## src/include/periph_defs.svh

```systemverilog
// Bus widths, address map, RAM depth and timer register offsets
// for the peripheral subsystem

`ifndef PERIPH_DEFS_SVH
`define PERIPH_DEFS_SVH

// Bus widths
`define BUS_AW 32
`define BUS_DW 32

// Low address bits inside one device region (1 kB each)
`define DEV_ADDR_BITS 10

// Region numbers, taken from the address bits above DEV_ADDR_BITS
`define RAM_BASE   0
`define TIMER_BASE 1

// RAM depth in words, fills one region
`define RAM_WORDS 256

// Timer register byte offsets
`define MTIME_LOW     0
`define MTIME_HIGH    4
`define MTIMECMP_LOW  8
`define MTIMECMP_HIGH 12

`endif
```

## src/rtl/periph_pkg.sv

```systemverilog
// Shared types of the peripheral subsystem
// Bus vectors, the 64-bit timer value and the device select enum

package periph_pkg;

  `include "periph_defs.svh"

  // Bus address
  typedef logic [`BUS_AW-1:0] bus_addr_t;

  // Bus data word
  typedef logic [`BUS_DW-1:0] bus_data_t;

  // One enable per byte lane
  typedef logic [`BUS_DW/8-1:0] bus_be_t;

  // mtime and mtimecmp are always 64 bits
  typedef logic [63:0] timer_cnt_t;

  // Target of a bus request
  typedef enum logic [1:0] {
    DEV_RAM,
    DEV_TIMER,
    DEV_NONE
  } dev_sel_e;

endpackage

```

## src/rtl/mtimer.sv

```systemverilog
// Machine timer with 64-bit mtime and mtimecmp
// Byte-enabled register writes, registered reads and a sticky compare interrupt

`timescale 1ns/1ps

`include "periph_defs.svh"

module mtimer import periph_pkg::*; (
  input  logic      clk_i,
  input  logic      rst_ni,
  // Bus interface
  input  logic      timer_req_i,
  input  bus_addr_t timer_addr_i,
  input  logic      timer_we_i,
  input  bus_be_t   timer_be_i,
  input  bus_data_t timer_wdata_i,
  output logic      timer_rvalid_o,
  output bus_data_t timer_rdata_o,
  output logic      timer_err_o,
  // Compare interrupt, level
  output logic      timer_intr_o
);

  // Replace the enabled byte lanes of a word
  function automatic bus_data_t merge_bytes(bus_data_t old_w, bus_data_t new_w, bus_be_t be);
    bus_data_t res;
    res = old_w;
    for (int b = 0; b < `BUS_DW / 8; b++) begin
      if (be[b]) begin
        res[b*8+:8] = new_w[b*8+:8];
      end
    end
    return res;
  endfunction

  logic [`DEV_ADDR_BITS-1:0] reg_off;
  logic                      wr_en;
  logic                      mtime_we;
  logic                      mtimeh_we;
  logic                      mtimecmp_we;
  logic                      mtimecmph_we;
  logic                      cmp_wr;
  timer_cnt_t                mtime_q;
  timer_cnt_t                mtime_d;
  timer_cnt_t                mtime_inc;
  timer_cnt_t                mtimecmp_q;
  timer_cnt_t                mtimecmp_d;
  logic                      armed_q;
  logic                      intr_q;
  logic                      intr_d;
  bus_data_t                 rdata_d;
  bus_data_t                 rdata_q;
  logic                      err_d;
  logic                      err_q;
  logic                      rvalid_q;

  assign reg_off = timer_addr_i[`DEV_ADDR_BITS-1:0];
  assign wr_en   = timer_req_i & timer_we_i;

  // Register write enables
  assign mtime_we     = wr_en & (reg_off == `DEV_ADDR_BITS'(`MTIME_LOW));
  assign mtimeh_we    = wr_en & (reg_off == `DEV_ADDR_BITS'(`MTIME_HIGH));
  assign mtimecmp_we  = wr_en & (reg_off == `DEV_ADDR_BITS'(`MTIMECMP_LOW));
  assign mtimecmph_we = wr_en & (reg_off == `DEV_ADDR_BITS'(`MTIMECMP_HIGH));
  assign cmp_wr       = mtimecmp_we | mtimecmph_we;

  // Free-running count, a written half overrides the increment
  assign mtime_inc = mtime_q + 64'd1;

  assign mtime_d = {
    mtimeh_we ? merge_bytes(mtime_q[63:32], timer_wdata_i, timer_be_i) : mtime_inc[63:32],
    mtime_we  ? merge_bytes(mtime_q[31:0], timer_wdata_i, timer_be_i)  : mtime_inc[31:0]
  };

  assign mtimecmp_d = {
    mtimecmph_we ? merge_bytes(mtimecmp_q[63:32], timer_wdata_i, timer_be_i)
                 : mtimecmp_q[63:32],
    mtimecmp_we  ? merge_bytes(mtimecmp_q[31:0], timer_wdata_i, timer_be_i)
                 : mtimecmp_q[31:0]
  };

  always_ff @(posedge clk_i or negedge rst_ni) begin
    if (!rst_ni) begin
      mtime_q <= '0;
    end else begin
      mtime_q <= mtime_d;
    end
  end

  always_ff @(posedge clk_i or negedge rst_ni) begin
    if (!rst_ni) begin
      mtimecmp_q <= '0;
    end else if (cmp_wr) begin
      mtimecmp_q <= mtimecmp_d;
    end
  end

  // Compare is armed once mtimecmp has been programmed after reset
  always_ff @(posedge clk_i or negedge rst_ni) begin
    if (!rst_ni) begin
      armed_q <= 1'b0;
    end else if (cmp_wr) begin
      armed_q <= 1'b1;
    end
  end

  // Sticky until the next mtimecmp write
  assign intr_d = ((armed_q & (mtime_q >= mtimecmp_q)) | intr_q) & ~cmp_wr;

  always_ff @(posedge clk_i or negedge rst_ni) begin
    if (!rst_ni) begin
      intr_q <= 1'b0;
    end else begin
      intr_q <= intr_d;
    end
  end

  assign timer_intr_o = intr_q;

  // Read mux, unknown offsets answer with an error
  always_comb begin
    rdata_d = '0;
    err_d   = 1'b0;
    unique case (reg_off)
      `DEV_ADDR_BITS'(`MTIME_LOW):     rdata_d = mtime_q[31:0];
      `DEV_ADDR_BITS'(`MTIME_HIGH):    rdata_d = mtime_q[63:32];
      `DEV_ADDR_BITS'(`MTIMECMP_LOW):  rdata_d = mtimecmp_q[31:0];
      `DEV_ADDR_BITS'(`MTIMECMP_HIGH): rdata_d = mtimecmp_q[63:32];
      default:                         err_d   = 1'b1;
    endcase
  end

  always_ff @(posedge clk_i) begin
    if (timer_req_i) begin
      rdata_q <= rdata_d;
      err_q   <= err_d;
    end
  end

  // Every request is answered in the next cycle
  always_ff @(posedge clk_i or negedge rst_ni) begin
    if (!rst_ni) begin
      rvalid_q <= 1'b0;
    end else begin
      rvalid_q <= timer_req_i;
    end
  end

  assign timer_rvalid_o = rvalid_q;
  assign timer_rdata_o  = rdata_q;
  assign timer_err_o    = err_q;

endmodule

```

## config.mk

```make
export PLATFORM = sky130hd
export DESIGN_NAME = mtimer
export DESIGN_NICKNAME = d
export VERILOG_FILES = /design/src/rtl/periph_pkg.sv /design/src/rtl/mtimer.sv
export VERILOG_INCLUDE_DIRS = /design/src /design/src/include
export SDC_FILE = /design/constraint.sdc
export NUM_CORES = 1
export LEC_CHECK = 0
export BUFFER_PORTS_ARGS = -buffer_cell sky130_fd_sc_hd__buf_2
export CORE_ASPECT_RATIO = 0.6
export CORE_MARGIN = 2
export CORE_UTILIZATION = 55
export DETAILED_ROUTE_END_ITERATION = 8
export GPL_ROUTABILITY_DRIVEN = 1
export PLACE_DENSITY_LB_ADDON = 0.1
export SLEW_MARGIN = 10
export SYNTH_ARGS = -nofsm -noshare
export SYNTH_HDL_FRONTEND = slang
export SYNTH_SLANG_ARGS = --single-unit
```

## constraint.sdc

```tcl
create_clock -name clk_i -period 2.7 [get_ports clk_i]
set_input_delay 0.54 -clock clk_i [delete_from_list [all_inputs] [get_ports clk_i]]
set_output_delay 0.54 -clock clk_i [all_outputs]
set_load 0.05 [all_outputs]
```

---- Word level (Yosys, flattened, before mapping) ----
Index checks and enable logic that the tools add are counted.
cells by class
  add/sub/neg operators ................... 1
  order comparisons ....................... 1
  eq/ne operators ......................... 11
  multiplexer cells ....................... 8
  bitwise logic cells ..................... 10
  reduce and logical (&&, ||, !) cells .... 10
operator list
  operator                 count
  $pmux W32 S4             1
  $add A64 B1 Y64 const B  1
  $ge A64 B64 Y1           1
  $mux W32                 2
  $mux W8                  4
  $reduce_and A3 Y1        8
  $eq A10 B4 Y1 const B    2
  $ne A2 B2 Y1 const B     8
  $eq A10 B3 Y1 const B    1
  $logic_not A10 Y1        1
  $and A1 B1 Y1            7
  $reduce_or A4 Y1         1
  $or A1 B1 Y1             2
  $mux W1                  1
  $not A1 Y1               1
storage, ports and cells
  bits in registers ....................... 164
  logic and storage cells ................. 62

---- Logic depth before layout (Yosys ltp) ----
  word-level depth ........................ 5
  gate-level depth with buffers ........... 9
  gate-level depth less buffers ........... 8

---- Worst setup path after synthesis ----
No wires, ideal clock.
  kind .................................... in2reg
  start ................................... input port timer_addr_i[2]
  end ..................................... register rdata_q[12], in the netlist timer_rdata_o[12], data pin
  arrival time ............................ 2.134 ns
  data required time ...................... 2.445 ns
  slack ................................... 0.311 ns
  stages on the path ...................... 4
  buffers on the path ..................... 2
  path through ............................ clkbuf_1 -> buf_1 -> mux4_2 -> and3_1
on the way
  cells in the longest elaborated chain, start to end .. 2
RTL lines
  item                                         RTL line       text
  start, declared                              mtimer.sv:13   input bus_addr_t timer_addr_i,
  $eq A10 B4 Y1, or another cell as far along  mtimer.sv:124  unique case (reg_off)
  $pmux W32 S4 (*)                             mtimer.sv:124
  net rdata_d[12]                              mtimer.sv:51   bus_data_t rdata_d;
  end signal, assigned                         mtimer.sv:135  rdata_q <= rdata_d;
  end, declared                                mtimer.sv:52   bus_data_t rdata_q;
Mark *: on every way through the listed nets, which the timed path passes. The rest lies on a longest branch.
A chain may end at the register's enable or synchronous reset.

---- Worst setup path after layout ----
  start ................................... register mtime_q[12]
  end ..................................... register mtime_q[61]
on the way
  cells in the longest elaborated chain, start to end .. 2
RTL lines
  item                    RTL line      text
  start, declared         mtimer.sv:43  timer_cnt_t mtime_q;
  start signal, assigned  mtimer.sv:86  mtime_q <= mtime_d;
  $add A64 B1 Y64         mtimer.sv:68  assign mtime_inc = mtime_q + 64'd1;
  $mux W32                mtimer.sv:71  mtimeh_we ? merge_bytes(mtime_q[63:32], timer_wdata_i, timer_be_i) : mtime_inc[63:32],
Every way passes these cells.

==> run metrics <==
maxcap violations=0; number of buffers created by CTS=17; GR met3 Demand/Resource=0.0995; GR met1 Demand/Resource=0.509; slowest stage cell, crit path=or4_1; layout cells sized above 1=0.243; HPWL Detailed=22.6 mm; internal power=4.36 mW; Vias/cell=6.39; antenna violations before repair=0; final count of hold timing violations=0; drt pass-1 iters=7; VDD IR-drop max=424 µV; worst clock skew=0.0113 ns; WHS=0.0794 ns; GP Congestion=0.921; Min-Delay Path Class=primary input to async pin; io pins=107; Tmin final=2.52 ns; htree depth=4; Least-Margin Pin Slew=0.716 ns; share of total power in the clock network=0.419; vias=8916; Root Driver=clkbuf_16; CP startpoint kind=flip-flop; setup_tns=0 ns; setup ws final=0.177 ns; P_sw=1.63 mW; Total Power=5.98 mW; worst path required time=3.01 ns; clock buffer depth=2; die width=178 µm; # fillers=1477; die area=19400 µm²; combinational share of power=0.130; Die Ht=109 µm; WL/cell=22.1 µm; Final ANT Viol Nets=0; DRC Markers=0; Clock Sink Count=164; Crit Path Class=flip-flop to flip-flop; clk_lat worst skew=0.44 ns; Critical Path AT=2.84 ns; PostCTS Resize Cnt=0; fmax=396 MHz; first-pass GRT wire length=47.7 mm; fin nets=1279; post-CTS setup repair buffer count=0; crit path max fanout=7; Main synth FF type=dfrtp_1; # rows=38; net count after synthesis=1150; port bufs=84; wirelength, routed=30.9 mm; CTS tree=built; power per standard cell area=507 nW/µm²; Hold-fix buffers, CTS=0; synth unique cells=57; Cells after Synth=1013; LEAKAGE=5.35 nW; Seq/Total Area, Yosys=0.426; all-layer global routing usage=0.334; CP endpoint kind=flip-flop; grt ovf=0; core region area=18000 µm²; Initial Utilization=0.558; sequential fraction of design power=0.452; run status=finished, final reports clean; GR Util met2=0.463; Synth async-reset ratio=0.799; vias in the first global route=8299; switching portion of total power=0.272; Cell Chain, Critical Path=and4_1, nand3_1, or4_1, nor4_1, buf_4, mux2i_1, a21oi_1; crit share post-route=0.934; Reg clk slew, reported paths=0.07 ns; Slew Limit Fails=0; FF+latch count, synth=164; Post-synth EDFFs=33; final setup vio count=0; grt peak-use layer=met1; 1st-iter DRT viols=950; Yosys warnings=0; Rel. slew slack=0.518; P&R area growth vs syn=17.7%; Synth Area per Inst=9.89 µm²; RSZ-0062 raised after global routing=false; critical path's largest stage delay=0.61 ns; Place WS=0.0356 ns; post-synthesis instance area=10000 µm²; maximum number of pins on one net before global-route repair=60
[worst max-delay path: cells and delay by family (launching register included)]
| kind | cells | cell delay, ns |
|---|---|---|
| muxes | 1 | 0.21 |
| DFF | 1 | 0.41 |
| and+or+nand+nor | 4 | 1.51 |
| buffers and inverters | 1 | 0.17 |
| AOI/OAI and AO/OA | 1 | 0.09 |
[worst paths after layout]
| kind | to | slack (ns) | depth (start not counted) | start |
|---|---|---|---|---|
| hold reg to reg | armed_q | 0.47 | 1 | armed_q |
| setup reg to reg | mtime_q[61] | 0.18 | 7 | mtime_q[12] |
| max in group asynchronous | timer_rvalid_o | 1.95 | 2 | rst_ni |
| hold / removal | mtimecmp_q[13] | 0.08 | 1 | rst_ni |
| setup / recovery | mtime_q[61] | 0.18 | 7 | mtime_q[12] |
| min in group clk_i | mtimecmp_q[23] | 0.36 | 3 | timer_wdata_i[23] |
[power by group through the flow]
stage | Combinational (mW) | Clock [mW] | Sequential (mW)
after floorplan | 0.312 | 0 | 2.84
final | 0.775 | 2.51 | 2.70
after global routing | 0.849 | 2.64 | 2.71
after detailed placement | 0.765 | 0 | 2.75
after CTS | 0.768 | 2.51 | 2.70
after global placement | 0.751 | 0 | 2.74
[registers in the layout, indices dropped and copies added (netlist names)]
register,flops
timer_intr_o,1
armed_q,1
mtimecmp_q,64
timer_rdata_o,32
timer_rvalid_o,1
mtime_q,64
timer_err_o,1
[metrics by stage]
stage | std cells | instance area (µm²) | utilization
after floorplan | 1013 | 10000 | -
after global placement | 1363 | 11200 | 0.623
after detailed placement | 1363 | 11200 | 0.623
after CTS | 1395 | 11800 | 0.656
after global routing | 1395 | 11800 | 0.656
final | 1396 | 11800 | 0.656
[cell type report]
| cell class | instances | area, µm² | share of cell area |
|---|---|---|---|
| well taps | 240 | 300 | 0.0255 |
| diodes | 1 | 2.50 | 0.000212 |
| flip-flops and latches | 164 | 4270 | 0.362 |
| clock buffers | 20 | 467 | 0.0396 |
| repair buffers | 155 | 1010 | 0.0856 |
| multi-input cells | 730 | 5340 | 0.453 |
| inverters | 74 | 278 | 0.0236 |
| clock inverters | 12 | 129 | 0.0109 |
[per-layer routing]
| layer | vias to the layer above | share of wire | wire, µm |
|---|---|---|---|
| li1 | 4050 | - | - |
| met1 | 4334 | 0.46 | 14300 |
| met2 | 482 | 0.41 | 12600 |
| met3 | 50 | 0.11 | 3440 |
| met4 | 0 | 0.015 | 475 |
| met5 | - | 0 | 0 |
[cells by family after synthesis]
family	synth area share
fa+ha+maj	0.0811
compound gates	0.151
flops	0.426
mux	0.115
simple gates	0.182
buf+inv	0.0452
[cell usage in the layout (no fill, tap or decap), types with 8 or more instances in the layout]
master	count
nand2b_1	11
edfxtp_1	33
a21oi_1	72
o21ai_0	57
nand2_1	101
a21o_1	10
mux2_2	32
a31oi_1	8
inv_1	74
and3_1	48
o22ai_1	8
mux4_2	32
a311oi_1	11
ha_1	65
a211oi_1	10
nand3_1	38
and4_1	8
o21a_1	8
dfrtp_1	131
clkbuf_16	17
nand4_1	31
nor2_1	71
o221a_2	15
buf_4	67
nor3_1	16
buf_2	83
[cell usage after synthesis (2+ instances only)]
cell      number  area share
a211oi_1      10      0.0075
a21boi_0       2      0.0015
a21o_1        10      0.0075
a21oi_1       72       0.036
a311oi_1      11      0.0096
a31o_2         3      0.0026
a31oi_1        8      0.0050
a41o_1         3      0.0030
and2_1         7      0.0044
and3_1        48       0.030
and4_1         8      0.0070
buf_1          3      0.0011
buf_2          5      0.0025
clkbuf_1      37       0.014
dfrtp_1      131        0.33
edfxtp_1      33       0.099
ha_1          65       0.081
inv_1         74       0.028
mux2_2        32       0.036
mux2i_1        7      0.0070
mux4_2        32       0.072
nand2_1      101       0.038
nand2b_1      11      0.0069
nand3_1       38       0.019
nand4_1       31       0.019
nor2_1        71       0.027
nor3_1        16      0.0080
nor4_1        12      0.0075
o211ai_1       6      0.0045
o21a_1         8      0.0060
o21ai_0       57       0.028
o21bai_1       5      0.0037
o221a_2       15       0.017
o22ai_1        8      0.0050
o31ai_1        2      0.0015
o41ai_1        3      0.0026
or3_1          4      0.0025
or4_1          5      0.0037
No activity file was read; power rests on OpenSTA's default activity.
