$ cat src/include/periph_defs.svh
// Bus widths, address map, RAM depth and timer register offsets
// for the peripheral subsystem

`ifndef PERIPH_DEFS_SVH
`define PERIPH_DEFS_SVH

// Bus widths
`define BUS_AW 32
`define BUS_DW 32

// Low address bits inside one device region (1 kB each)
`define DEV_ADDR_BITS 10

// Region numbers, taken from the address bits above DEV_ADDR_BITS
`define RAM_BASE   0
`define TIMER_BASE 1

// RAM depth in words, fills one region
`define RAM_WORDS 256

// Timer register byte offsets
`define MTIME_LOW     0
`define MTIME_HIGH    4
`define MTIMECMP_LOW  8
`define MTIMECMP_HIGH 12

`endif
$ cat src/rtl/periph_pkg.sv
// Shared types of the peripheral subsystem
// Bus vectors, the 64-bit timer value and the device select enum

package periph_pkg;

  `include "periph_defs.svh"

  // Bus address
  typedef logic [`BUS_AW-1:0] bus_addr_t;

  // Bus data word
  typedef logic [`BUS_DW-1:0] bus_data_t;

  // One enable per byte lane
  typedef logic [`BUS_DW/8-1:0] bus_be_t;

  // mtime and mtimecmp are always 64 bits
  typedef logic [63:0] timer_cnt_t;

  // Target of a bus request
  typedef enum logic [1:0] {
    DEV_RAM,
    DEV_TIMER,
    DEV_NONE
  } dev_sel_e;

endpackage

$ cat src/rtl/bus_decoder.sv
// Address decoder for the peripheral bus
// Picks RAM or timer by region and muxes the response one cycle later,
// answers unmapped regions with an error

`timescale 1ns/1ps

`include "periph_defs.svh"

module bus_decoder import periph_pkg::*; (
  input  logic      clk_i,
  input  logic      rst_ni,
  // Request side
  input  logic      bus_req_i,
  input  bus_addr_t bus_addr_i,
  // Device responses
  input  bus_data_t ram_rdata_i,
  input  logic      timer_rvalid_i,
  input  bus_data_t timer_rdata_i,
  input  logic      timer_err_i,
  // Device requests
  output logic      ram_req_o,
  output logic      timer_req_o,
  // Response to the master
  output logic      bus_rvalid_o,
  output bus_data_t bus_rdata_o,
  output logic      bus_err_o
);

  localparam int unsigned RegionW = `BUS_AW - `DEV_ADDR_BITS;

  logic [RegionW-1:0] region;
  dev_sel_e           sel_d;
  dev_sel_e           sel_q;
  logic               rvalid_q;

  assign region = bus_addr_i[`BUS_AW-1:`DEV_ADDR_BITS];

  // Region match, at most one target per request
  always_comb begin
    if (!bus_req_i) begin
      sel_d = DEV_NONE;
    end else if (region == RegionW'(`RAM_BASE)) begin
      sel_d = DEV_RAM;
    end else if (region == RegionW'(`TIMER_BASE)) begin
      sel_d = DEV_TIMER;
    end else begin
      sel_d = DEV_NONE;
    end
  end

  assign ram_req_o   = (sel_d == DEV_RAM);
  assign timer_req_o = (sel_d == DEV_TIMER);

  // Remember who owns the response in the next cycle
  always_ff @(posedge clk_i or negedge rst_ni) begin
    if (!rst_ni) begin
      sel_q    <= DEV_NONE;
      rvalid_q <= 1'b0;
    end else begin
      sel_q    <= sel_d;
      rvalid_q <= bus_req_i;
    end
  end

  // Response mux
  always_comb begin
    bus_rvalid_o = rvalid_q;
    bus_rdata_o  = '0;
    bus_err_o    = 1'b0;
    unique case (sel_q)
      DEV_RAM: begin
        // RAM has no valid of its own
        bus_rdata_o = ram_rdata_i;
      end
      DEV_TIMER: begin
        bus_rvalid_o = timer_rvalid_i;
        bus_rdata_o  = timer_rdata_i;
        bus_err_o    = timer_err_i;
      end
      default: begin
        // Decode error for unmapped regions
        bus_err_o = 1'b1;
      end
    endcase
  end

endmodule

$ cat config.mk
export PLATFORM = sky130hd
export DESIGN_NAME = bus_decoder
export DESIGN_NICKNAME = d
export VERILOG_FILES = /design/src/rtl/periph_pkg.sv /design/src/rtl/bus_decoder.sv
export VERILOG_INCLUDE_DIRS = /design/src /design/src/include
export SDC_FILE = /design/constraint.sdc
export NUM_CORES = 1
export LEC_CHECK = 0
export BUFFER_PORTS_ARGS = -buffer_cell sky130_fd_sc_hd__buf_2
export CORE_ASPECT_RATIO = 1.1
export CORE_MARGIN = 5
export CORE_UTILIZATION = 26
export DETAILED_ROUTE_END_ITERATION = 8
export HOLD_SLACK_MARGIN = 0.05
export PLACE_DENSITY = 0.93
export SYNTH_ARGS = -nofsm -noshare
export SYNTH_HDL_FRONTEND = slang
export SYNTH_SLANG_ARGS = --single-unit
$ cat constraint.sdc
create_clock -name clk_i -period 2.7 [get_ports clk_i]
set_clock_uncertainty 0.15 [all_clocks]
set_input_delay 0.405 -clock clk_i [delete_from_list [all_inputs] [get_ports clk_i]]
set_output_delay 0.405 -clock clk_i [all_outputs]
set_load 0.03 [all_outputs]
# Word level (Yosys, flattened, before mapping)
# Cells that the tools add are included.
[word_totals]
reg_bits = 3
input_bits = 101
wordCells = 14
out_inout_bits = 36
[classes]
mux = 6
eq_ne = 3
reduce_logical = 3
[op_table]
columns = ["operator", "count"]
rows = [
  ["$pmux 32 s2", 1],
  ["$eq 22x1->1 const B", 1],
  ["$logic_not 22->1", 1],
  ["$mux 2", 3],
  ["$eq 2x1->1 const B", 2],
  ["$logic_not 2->1", 2],
  ["$pmux 1 s2", 1],
  ["$mux 1", 1],
]

# Longest topological paths before layout
# Gate-level depths: netlist of the first run.
[depth]
word_depth = 5
depth_mapped = 4
depth_no_buf = 3

# Worst setup path after synthesis of the first run
# Ideal clock, no wire load.
[synth_timing]
kind = "input -> output"
start = "in bus_addr_i[24]"
end = "out ram_req_o"
t_required_ns = 2.145
setup_slack_ns = 0.289
n_path_buf = 0
arrival_time_ns = 1.856
cell_stages = 2
path_cell_list = "or4b_4 > nor4_1"
[synth_via]
elab_chain_cells = 5
word_cells_on_any_way = 6
cone_classes = "eq/ne (1); mux (3); reduce/logical (2)"
[synth_lines]
columns = ["element", "line", "text"]
rows = [
  ["from (decl)", "bus_decoder.sv:14", "input bus_addr_t bus_addr_i,"],
  ["$eq 22x1->1", "bus_decoder.sv:44", "end else if (region == RegionW'(`TIMER_BASE)) begin"],
  ["$mux 2", "bus_decoder.sv:44", ""],
  ["$mux 2 *", "bus_decoder.sv:42", "end else if (region == RegionW'(`RAM_BASE)) begin"],
  ["$mux 2 *", "bus_decoder.sv:40", "if (!bus_req_i) begin"],
  ["$logic_not 2->1 *", "bus_decoder.sv:51", "assign ram_req_o = (sel_d == DEV_RAM);"],
  ["to (decl)", "bus_decoder.sv:21", "output logic ram_req_o,"],
]
# Every way passes the cells marked *; elsewhere a longest branch is shown, timed or not.

# Worst setup path after layout of the first run
[layout_timing]
start = "reg sel_q[0]"
end = "out bus_rdata_o[12]"
[layout_via]
elab_chain_cells = 2
word_cells_on_any_way = 3
cone_classes = "eq/ne (1); mux (1); reduce/logical (1)"
[layout_lines]
columns = ["element", "line", "text"]
rows = [
  ["from (decl)", "bus_decoder.sv:33", "dev_sel_e sel_q;"],
  ["from (signal assigned)", "bus_decoder.sv:60", "sel_q <= sel_d;"],
  ["$eq 2x1->1 / $logic_not 2->1 (equally long branches)", "bus_decoder.sv:70", "unique case (sel_q)"],
  ["$pmux 32 s2 *", "bus_decoder.sv:70", ""],
  ["to (decl)", "bus_decoder.sv:25", "output bus_data_t bus_rdata_o,"],
]
# Marks and branches as above.

==> flow_metrics.env, run 1 <==
export IMPL_status="finished clean"
export IMPL_ir_drop_mv=0.1736
export IMPL_path_cells="buf_4 > mux2i_1 > nor2_1 > buf_2"
export IMPL_placed_area_um2=1308
export IMPL_yosys_area_top_type_share=0.4876
export IMPL_syn_cell_area_um2=656.9
export IMPL_routed_wl_mm=2.904
export IMPL_core_um2=2472
export IMPL_critical_path_endpoint_type="output port"
export IMPL_grt_pass1_wl_mm=4.485
export IMPL_p_leak_nw=0.7371
export IMPL_hold_start="bus_req_i"
export IMPL_ctsHtreeMaxLevel=1
export IMPL_mappedNetlistNets=192
export IMPL_chipHeight_um=62.72
export IMPL_setup_violations=0
export IMPL_netlist_instances=91
export IMPL_final_common_cell="buf_2"
export IMPL_p_per_area_nw_per_um2=155.5
export IMPL_worstHoldPathCells=1
export IMPL_cts_buffer_depth=2
export IMPL_required_ns=2.14
export IMPL_fmax_ghz=0.4370
export IMPL_wl_per_cell_um=11.76
export IMPL_cts_tree="yes"
export IMPL_vias=1129
export IMPL_root_buffer="clkbuf_4"
export IMPL_drc=0
export IMPL_clock_sinks=3
export IMPL_drv_cap=0
export IMPL_p_total_mw=0.2090
export IMPL_drtPass1Iterations=4
export IMPL_min_to="rvalid_q"
export IMPL_gp_congestion=0.6721
export IMPL_yosys_top_cells_area="mux2i_1 49%, nor2_1 19%, dfrtp_1 7.6%"
export IMPL_yosysWarnings=0
export IMPL_grt_overflow_total=0
export IMPL_drtAntennaViolNets=0
export IMPL_drt_iter0_drc=30
export IMPL_arrival_ns=1.73
export IMPL_crit_path_max_fanout=18
export IMPL_setup_tns_ns=0
export IMPL_final_cell_mix="126 x buf_2, 33 x nor2_1, 32 x mux2i_1"
export IMPL_cts_made_buffers=3
export IMPL_hold_violations=0
export IMPL_syn_area_per_cell_um2=7.218
export IMPL_setup_ws_ns=0.4116
export IMPL_antenna_found_initial=0
export IMPL_hp_class="input port to flip-flop"
export IMPL_synth_seq_cells=3
export IMPL_syn_to_final_growth_pct=104.6
export IMPL_synth_top_cell_by_area="mux2i_1"
export IMPL_worstSetupPathType="flip-flop to output port"
export IMPL_ys_seq_area_frac=0.1162
export IMPL_ys_flop_type="dfrtp_1"
export IMPL_hpwl_mm=2.572
export IMPL_fin_util=0.5435
export IMPL_rsz0062_at_grt="no"
export IMPL_drive_above_1_share=0.6250
export IMPL_relSlewSlack=0.6959
export IMPL_critPathTopFamily="flip-flops"
export IMPL_synth_edf_count=0
export IMPL_rows=19
export IMPL_viasPerCell=4.571
export IMPL_seq_area_um2=77.57
export IMPL_start_util=0.2657
export IMPL_final_area_um2=1344
export IMPL_cp_slowest_cell="dfrtp_2"
export IMPL_cp_start_kind="flip-flop"
export IMPL_cts_resized=0
export IMPL_synth_cell_type_count=15
export IMPL_num_antenna_cells=0
export IMPL_io_buffers=126
export IMPL_worst_pin_slew_ns=0.4562
export IMPL_cp_slowest_stage_delay_ns=0.64
export IMPL_grt_start_max_net_pins=19
export IMPL_die_area_um2=3633
export IMPL_min_period_over_period=0.8475
export IMPL_grtUsageTotal=0.1517
export IMPL_grt_pass1_vias=1100
export IMPL_die_w_um=57.93
export IMPL_cts_clk_slew_worst_paths_ns=0.04
export IMPL_fillers=254
export IMPL_maxSlewViolCount=0
export IMPL_io_pins=137
export IMPL_fin_nets=318
export IMPL_multi_input_comb_area_um2=541.8
export IMPL_async_flop_share=1.000
export IMPL_post_place_ws_ns=0.6358
export IMPL_critical_path_buf_inv_count=2
export IMPL_period_minus_slack_ns=2.288
metal layers:
layer	share of wire	wire length [um]	GRT usage	vias up
met5	0	0	0	-
met4	0.0048	14	0.05217	0
met3	0.14	397	0.04752	2
met2	0.53	1551	0.2895	74
met1	0.32	940	0.1476	485
li1	-	-	-	568
logic make-up (layout without fill, tap and decap cells):
| logic type | count (synthesis) | after routing | share of synthesized area |
|---|---|---|---|
| AO/OA/AOI/OAI | 1 | 1 | 0.01143 |
| buffers and inverters | 9 | 134 | 0.05904 |
| flip-flops | 3 | 3 | 0.1162 |
| multiplexers | 33 | 33 | 0.5048 |
| AND/OR/NAND/NOR | 45 | 45 | 0.3086 |
Yosys cell counts (2+ instances only):
library cell	instances
mux2i_1	32
nor4_1	7
nor2_1	33
clkbuf_1	4
dfrtp_1	2
buf_2	4
through the flow:
stage / hold slack, ns / cells
3_3_place_gp: 0.04915 / 242
5_1_grt: 0.1358 / 247
2_1_floorplan: -0.04059 / 91
3_5_place_dp: 0.05392 / 242
4_1_cts: 0.1383 / 247
6_report: 0.1450 / 247
report_power, final:
group | leakage [nW] | switching [mW] | internal [mW] | total [mW]
Combinational | 0.688 | 0.0281 | 0.0579 | 0.0860
Sequential | 0.0345 | 0.000168 | 0.0460 | 0.0462
Clock | 0.0150 | 0.0215 | 0.0553 | 0.0768
what timing repair did:
action	4_1_cts	5_1_grt
setup endpoints to repair	0	0
buffers inserted	0	0
hold buffers	1	0
endpoints found under the hold margin	3	0
flip-flops by register name, indices dropped and copies added (netlist names):
name and flops:
sel_q 2, rvalid_q 1
final cells by class:
| class | instances | share of cell area |
|---|---|---|
| Multi-Input combinational cell | 79 | 0.4032 |
| Sequential cell | 3 | 0.05773 |
| Clock buffer | 4 | 0.01955 |
| Inverter | 1 | 0.002793 |
| Timing Repair Buffer | 129 | 0.4879 |
| Tap cell | 31 | 0.02886 |
worst max-delay path by stage:
stage	cells past startpoint	from	slack (ns)	endpoint
6_report	4	sel_q[0]	0.41	bus_rdata_o[12]
3_3_place_gp	4	sel_q[0]	0.66	bus_rdata_o[0]
4_1_cts	4	sel_q[0]	0.39	bus_rdata_o[12]
5_1_grt	4	sel_q[0]	0.29	bus_rdata_o[5]
3_5_place_dp	4	sel_q[0]	0.64	bus_rdata_o[12]
2_1_floorplan	2	bus_addr_i[24]	0.29	ram_req_o
Note: power is estimated with default switching activity, not from simulation.
==> inputs of run 2 (changes only) <==
--- a/config.mk
+++ b/config.mk
@@ -6,13 +6,14 @@
 export SDC_FILE = /design/constraint.sdc
 export NUM_CORES = 1
 export LEC_CHECK = 0
+export ABC_AREA = 1
 export BUFFER_PORTS_ARGS = -buffer_cell sky130_fd_sc_hd__buf_2
 export CORE_ASPECT_RATIO = 1.1
 export CORE_MARGIN = 5
 export CORE_UTILIZATION = 26
 export DETAILED_ROUTE_END_ITERATION = 8
 export HOLD_SLACK_MARGIN = 0.05
-export PLACE_DENSITY = 0.93
+export PLACE_DENSITY = 0.88
 export SYNTH_ARGS = -nofsm -noshare
 export SYNTH_HDL_FRONTEND = slang
 export SYNTH_SLANG_ARGS = --single-unit
==> constraint.sdc (replaced) <==
create_clock -name clk_i -period 2.3 [get_ports clk_i]
set_clock_uncertainty 0.15 [all_clocks]
set_input_delay 0.345 -clock clk_i [delete_from_list [all_inputs] [get_ports clk_i]]
set_output_delay 0.345 -clock clk_i [all_outputs]
set_load 0.03 [all_outputs]
==> flow_metrics.env, run 2 <==
export IMPL_status="finished clean"
export IMPL_hp_class="input port to flip-flop"
export IMPL_synth_cell_type_count=13
export IMPL_grt_pass1_wl_mm=4.643
export IMPL_grtUsageTotal=0.1449
export IMPL_cp_start_kind="flip-flop"
export IMPL_synth_edf_count=0
export IMPL_drtAntennaViolNets=0
export IMPL_relSlewSlack=0.6327
export IMPL_min_period_over_period=0.8547
export IMPL_critical_path_buf_inv_count=2
export IMPL_core_um2=2753
export IMPL_fillers=278
export IMPL_regMostFlops="sel_q"
export IMPL_setup_violations=0
export IMPL_yosysMostFrequentCell="nand3_1"
export IMPL_cp_slowest_stage_delay_ns=0.41
export IMPL_chipHeight_um=65.79
export IMPL_viasPerCell=4.736
export IMPL_worstHoldPathCells=1
export IMPL_rows=20
export IMPL_ys_seq_area_frac=0.1037
export IMPL_startpoint="sel_q[1]"
export IMPL_critPathTopFamily="buffers and inverters"
export IMPL_cts_clk_slew_worst_paths_ns=0.04
export IMPL_critical_path_endpoint_type="output port"
export IMPL_arrival_ns=1.47
export IMPL_syn_area_per_cell_um2=5.074
export IMPL_cts_tree="yes"
export IMPL_path_depth=4
export IMPL_post_place_ws_ns=0.2851
export IMPL_ys_flop_type="dfrtp_1"
export IMPL_gp_congestion=0.7219
export IMPL_grt_pass1_vias=1192
export IMPL_yosys_top_cells_area="nand3_1 44%, nand2_1 20%, buf_4 8.2%"
export IMPL_grt_overflow_total=0
export IMPL_mappedNetlistNets=246
export IMPL_final_cell_mix="126 x buf_2, 65 x nand3_1, 40 x nand2_1"
export IMPL_antenna_found_initial=0
export IMPL_ctsHtreeMaxLevel=1
export IMPL_worst_pin_slew_ns=0.5509
export IMPL_synth_common_cells="65 x nand3_1, 40 x nand2_1, 16 x nor2_1"
export IMPL_wl_per_cell_um=10.75
export IMPL_period_minus_slack_ns=1.966
export IMPL_synth_top_cell_by_area="nand3_1"
export IMPL_drv_cap=0
export IMPL_async_flop_share=1.000
export IMPL_ir_drop_mv=0.1838
export IMPL_num_antenna_cells=0
export IMPL_yosys_area_top_type_share=0.4422
export IMPL_root_buffer="clkbuf_4"
export IMPL_die_w_um=60.72
export IMPL_cts_buffer_depth=2
export IMPL_cp_slowest_cell="inv_4"
export IMPL_path_cells="inv_4 > nand3_1 > nand2_1 > buf_2"
export IMPL_hpwl_mm=2.485
export IMPL_rsz0062_at_grt="no"
export IMPL_placed_area_um2=1328
export IMPL_syn_cell_area_um2=735.7
export IMPL_drt_iter0_drc=54
export IMPL_clock_sinks=3
export IMPL_synth_seq_cells=3
export IMPL_required_ns=1.80
export IMPL_final_area_um2=1366
export IMPL_setup_tns_ns=0
export IMPL_die_area_um2=3995
export IMPL_setup_ws_ns=0.3342
export IMPL_p_total_mw=0.2384
export IMPL_fin_nets=365
export IMPL_grt_start_max_net_pins=67
export IMPL_netlist_instances=145
export IMPL_crit_path_max_fanout=66
export IMPL_fin_util=0.4964
export IMPL_final_common_cell="buf_2"
export IMPL_syn_to_final_growth_pct=85.71
export IMPL_io_buffers=126
export IMPL_start_util=0.2673
export IMPL_min_to="rvalid_q"
export IMPL_drtPass1Iterations=4
export IMPL_fmax_ghz=0.5087
export IMPL_reg_top3="sel_q (2), rvalid_q (1)"
export IMPL_maxSlewViolCount=0
export IMPL_post_cts_repair_setup_buffers=0
export IMPL_vias=1402
export IMPL_cts_made_buffers=3
export IMPL_routed_wl_mm=3.181
export IMPL_drc=0
export IMPL_hold_start="bus_req_i"
export IMPL_worstSetupPathType="flip-flop to output port"
export IMPL_hold_violations=0
export IMPL_io_pins=137
export IMPL_p_leak_nw=0.9300
export IMPL_largest_reg_flops=2
export IMPL_drive_above_1_share=0.5095
export IMPL_p_per_area_nw_per_um2=174.5
export IMPL_yosysWarnings=0
==> run 2: cell types whose count changed after synthesis, moves of 2 or more <==
cell | before | now
nand3_1 | 1 | 65
nand2_1 | 1 | 40
mux2i_1 | 32 | 0
nor2_1 | 33 | 16
buf_4 | 0 | 8
nor4_1 | 7 | 0
clkbuf_1 | 4 | 2
inv_2 | 0 | 2
==> run 2: worst max-delay path by stage <==
stage / endpoint / slack, ns
finish: bus_rvalid_o / 0.33
global route: bus_rdata_o[9] / 0.19
CTS: bus_rvalid_o / 0.02
detailed placement: bus_rvalid_o / 0.29
global placement: bus_rvalid_o / 0.29
floorplan: ram_req_o / 0.61
==> run 2: metrics by stage <==
step                cells  hold WS (ns)
CTS                   296       0.06740
global placement      291     -0.009757
global route          296       0.07836
floorplan             145       -0.1006
detailed placement    291     -0.006845
finish                296       0.07171
==> run 2: kinds of logic after synthesis <==
group           after synthesis  share of synthesized area
compound gates                1                   0.006796
flops                         3                     0.1038
buf+inv                      18                     0.1395
simple gates                123                     0.7500
==> run 2: final cells by class <==
type	count	area, um2	area share
clock buffers	4	26.28	0.01923
repair buffers	128	648.1	0.4744
inverters	4	17.52	0.01282
multi-input cells	124	556.8	0.4075
well taps	33	41.29	0.03022
flip-flops and latches	3	76.32	0.05586
==> run 2: timing repair <==
item                                   in CTS  in global routing
endpoints found under the hold margin       3                  0
hold buffers                                1                  0
setup endpoints to repair                   0                 33
resized for setup                           0                  2
==> run 2: power breakdown <==
part / switching (mW) / internal, mW / leakage (nW)
Combinational: 0.0284 / 0.0577 / 0.879
Sequential: 0.000157 / 0.0540 / 0.0362
Clock: 0.0328 / 0.0654 / 0.0150
Total: 0.0613 / 0.177 / 0.930
==> run 2: metal layers <==
layer / global-route usage / vias to the layer above / routed length [um]
met1: 0.1475 / 601 / 1099
met5: 0 / - / 0
met2: 0.2848 / 80 / 1617
li1: - / 719 / -
met4: 0.04065 / 0 / 22
met3: 0.02930 / 2 / 442
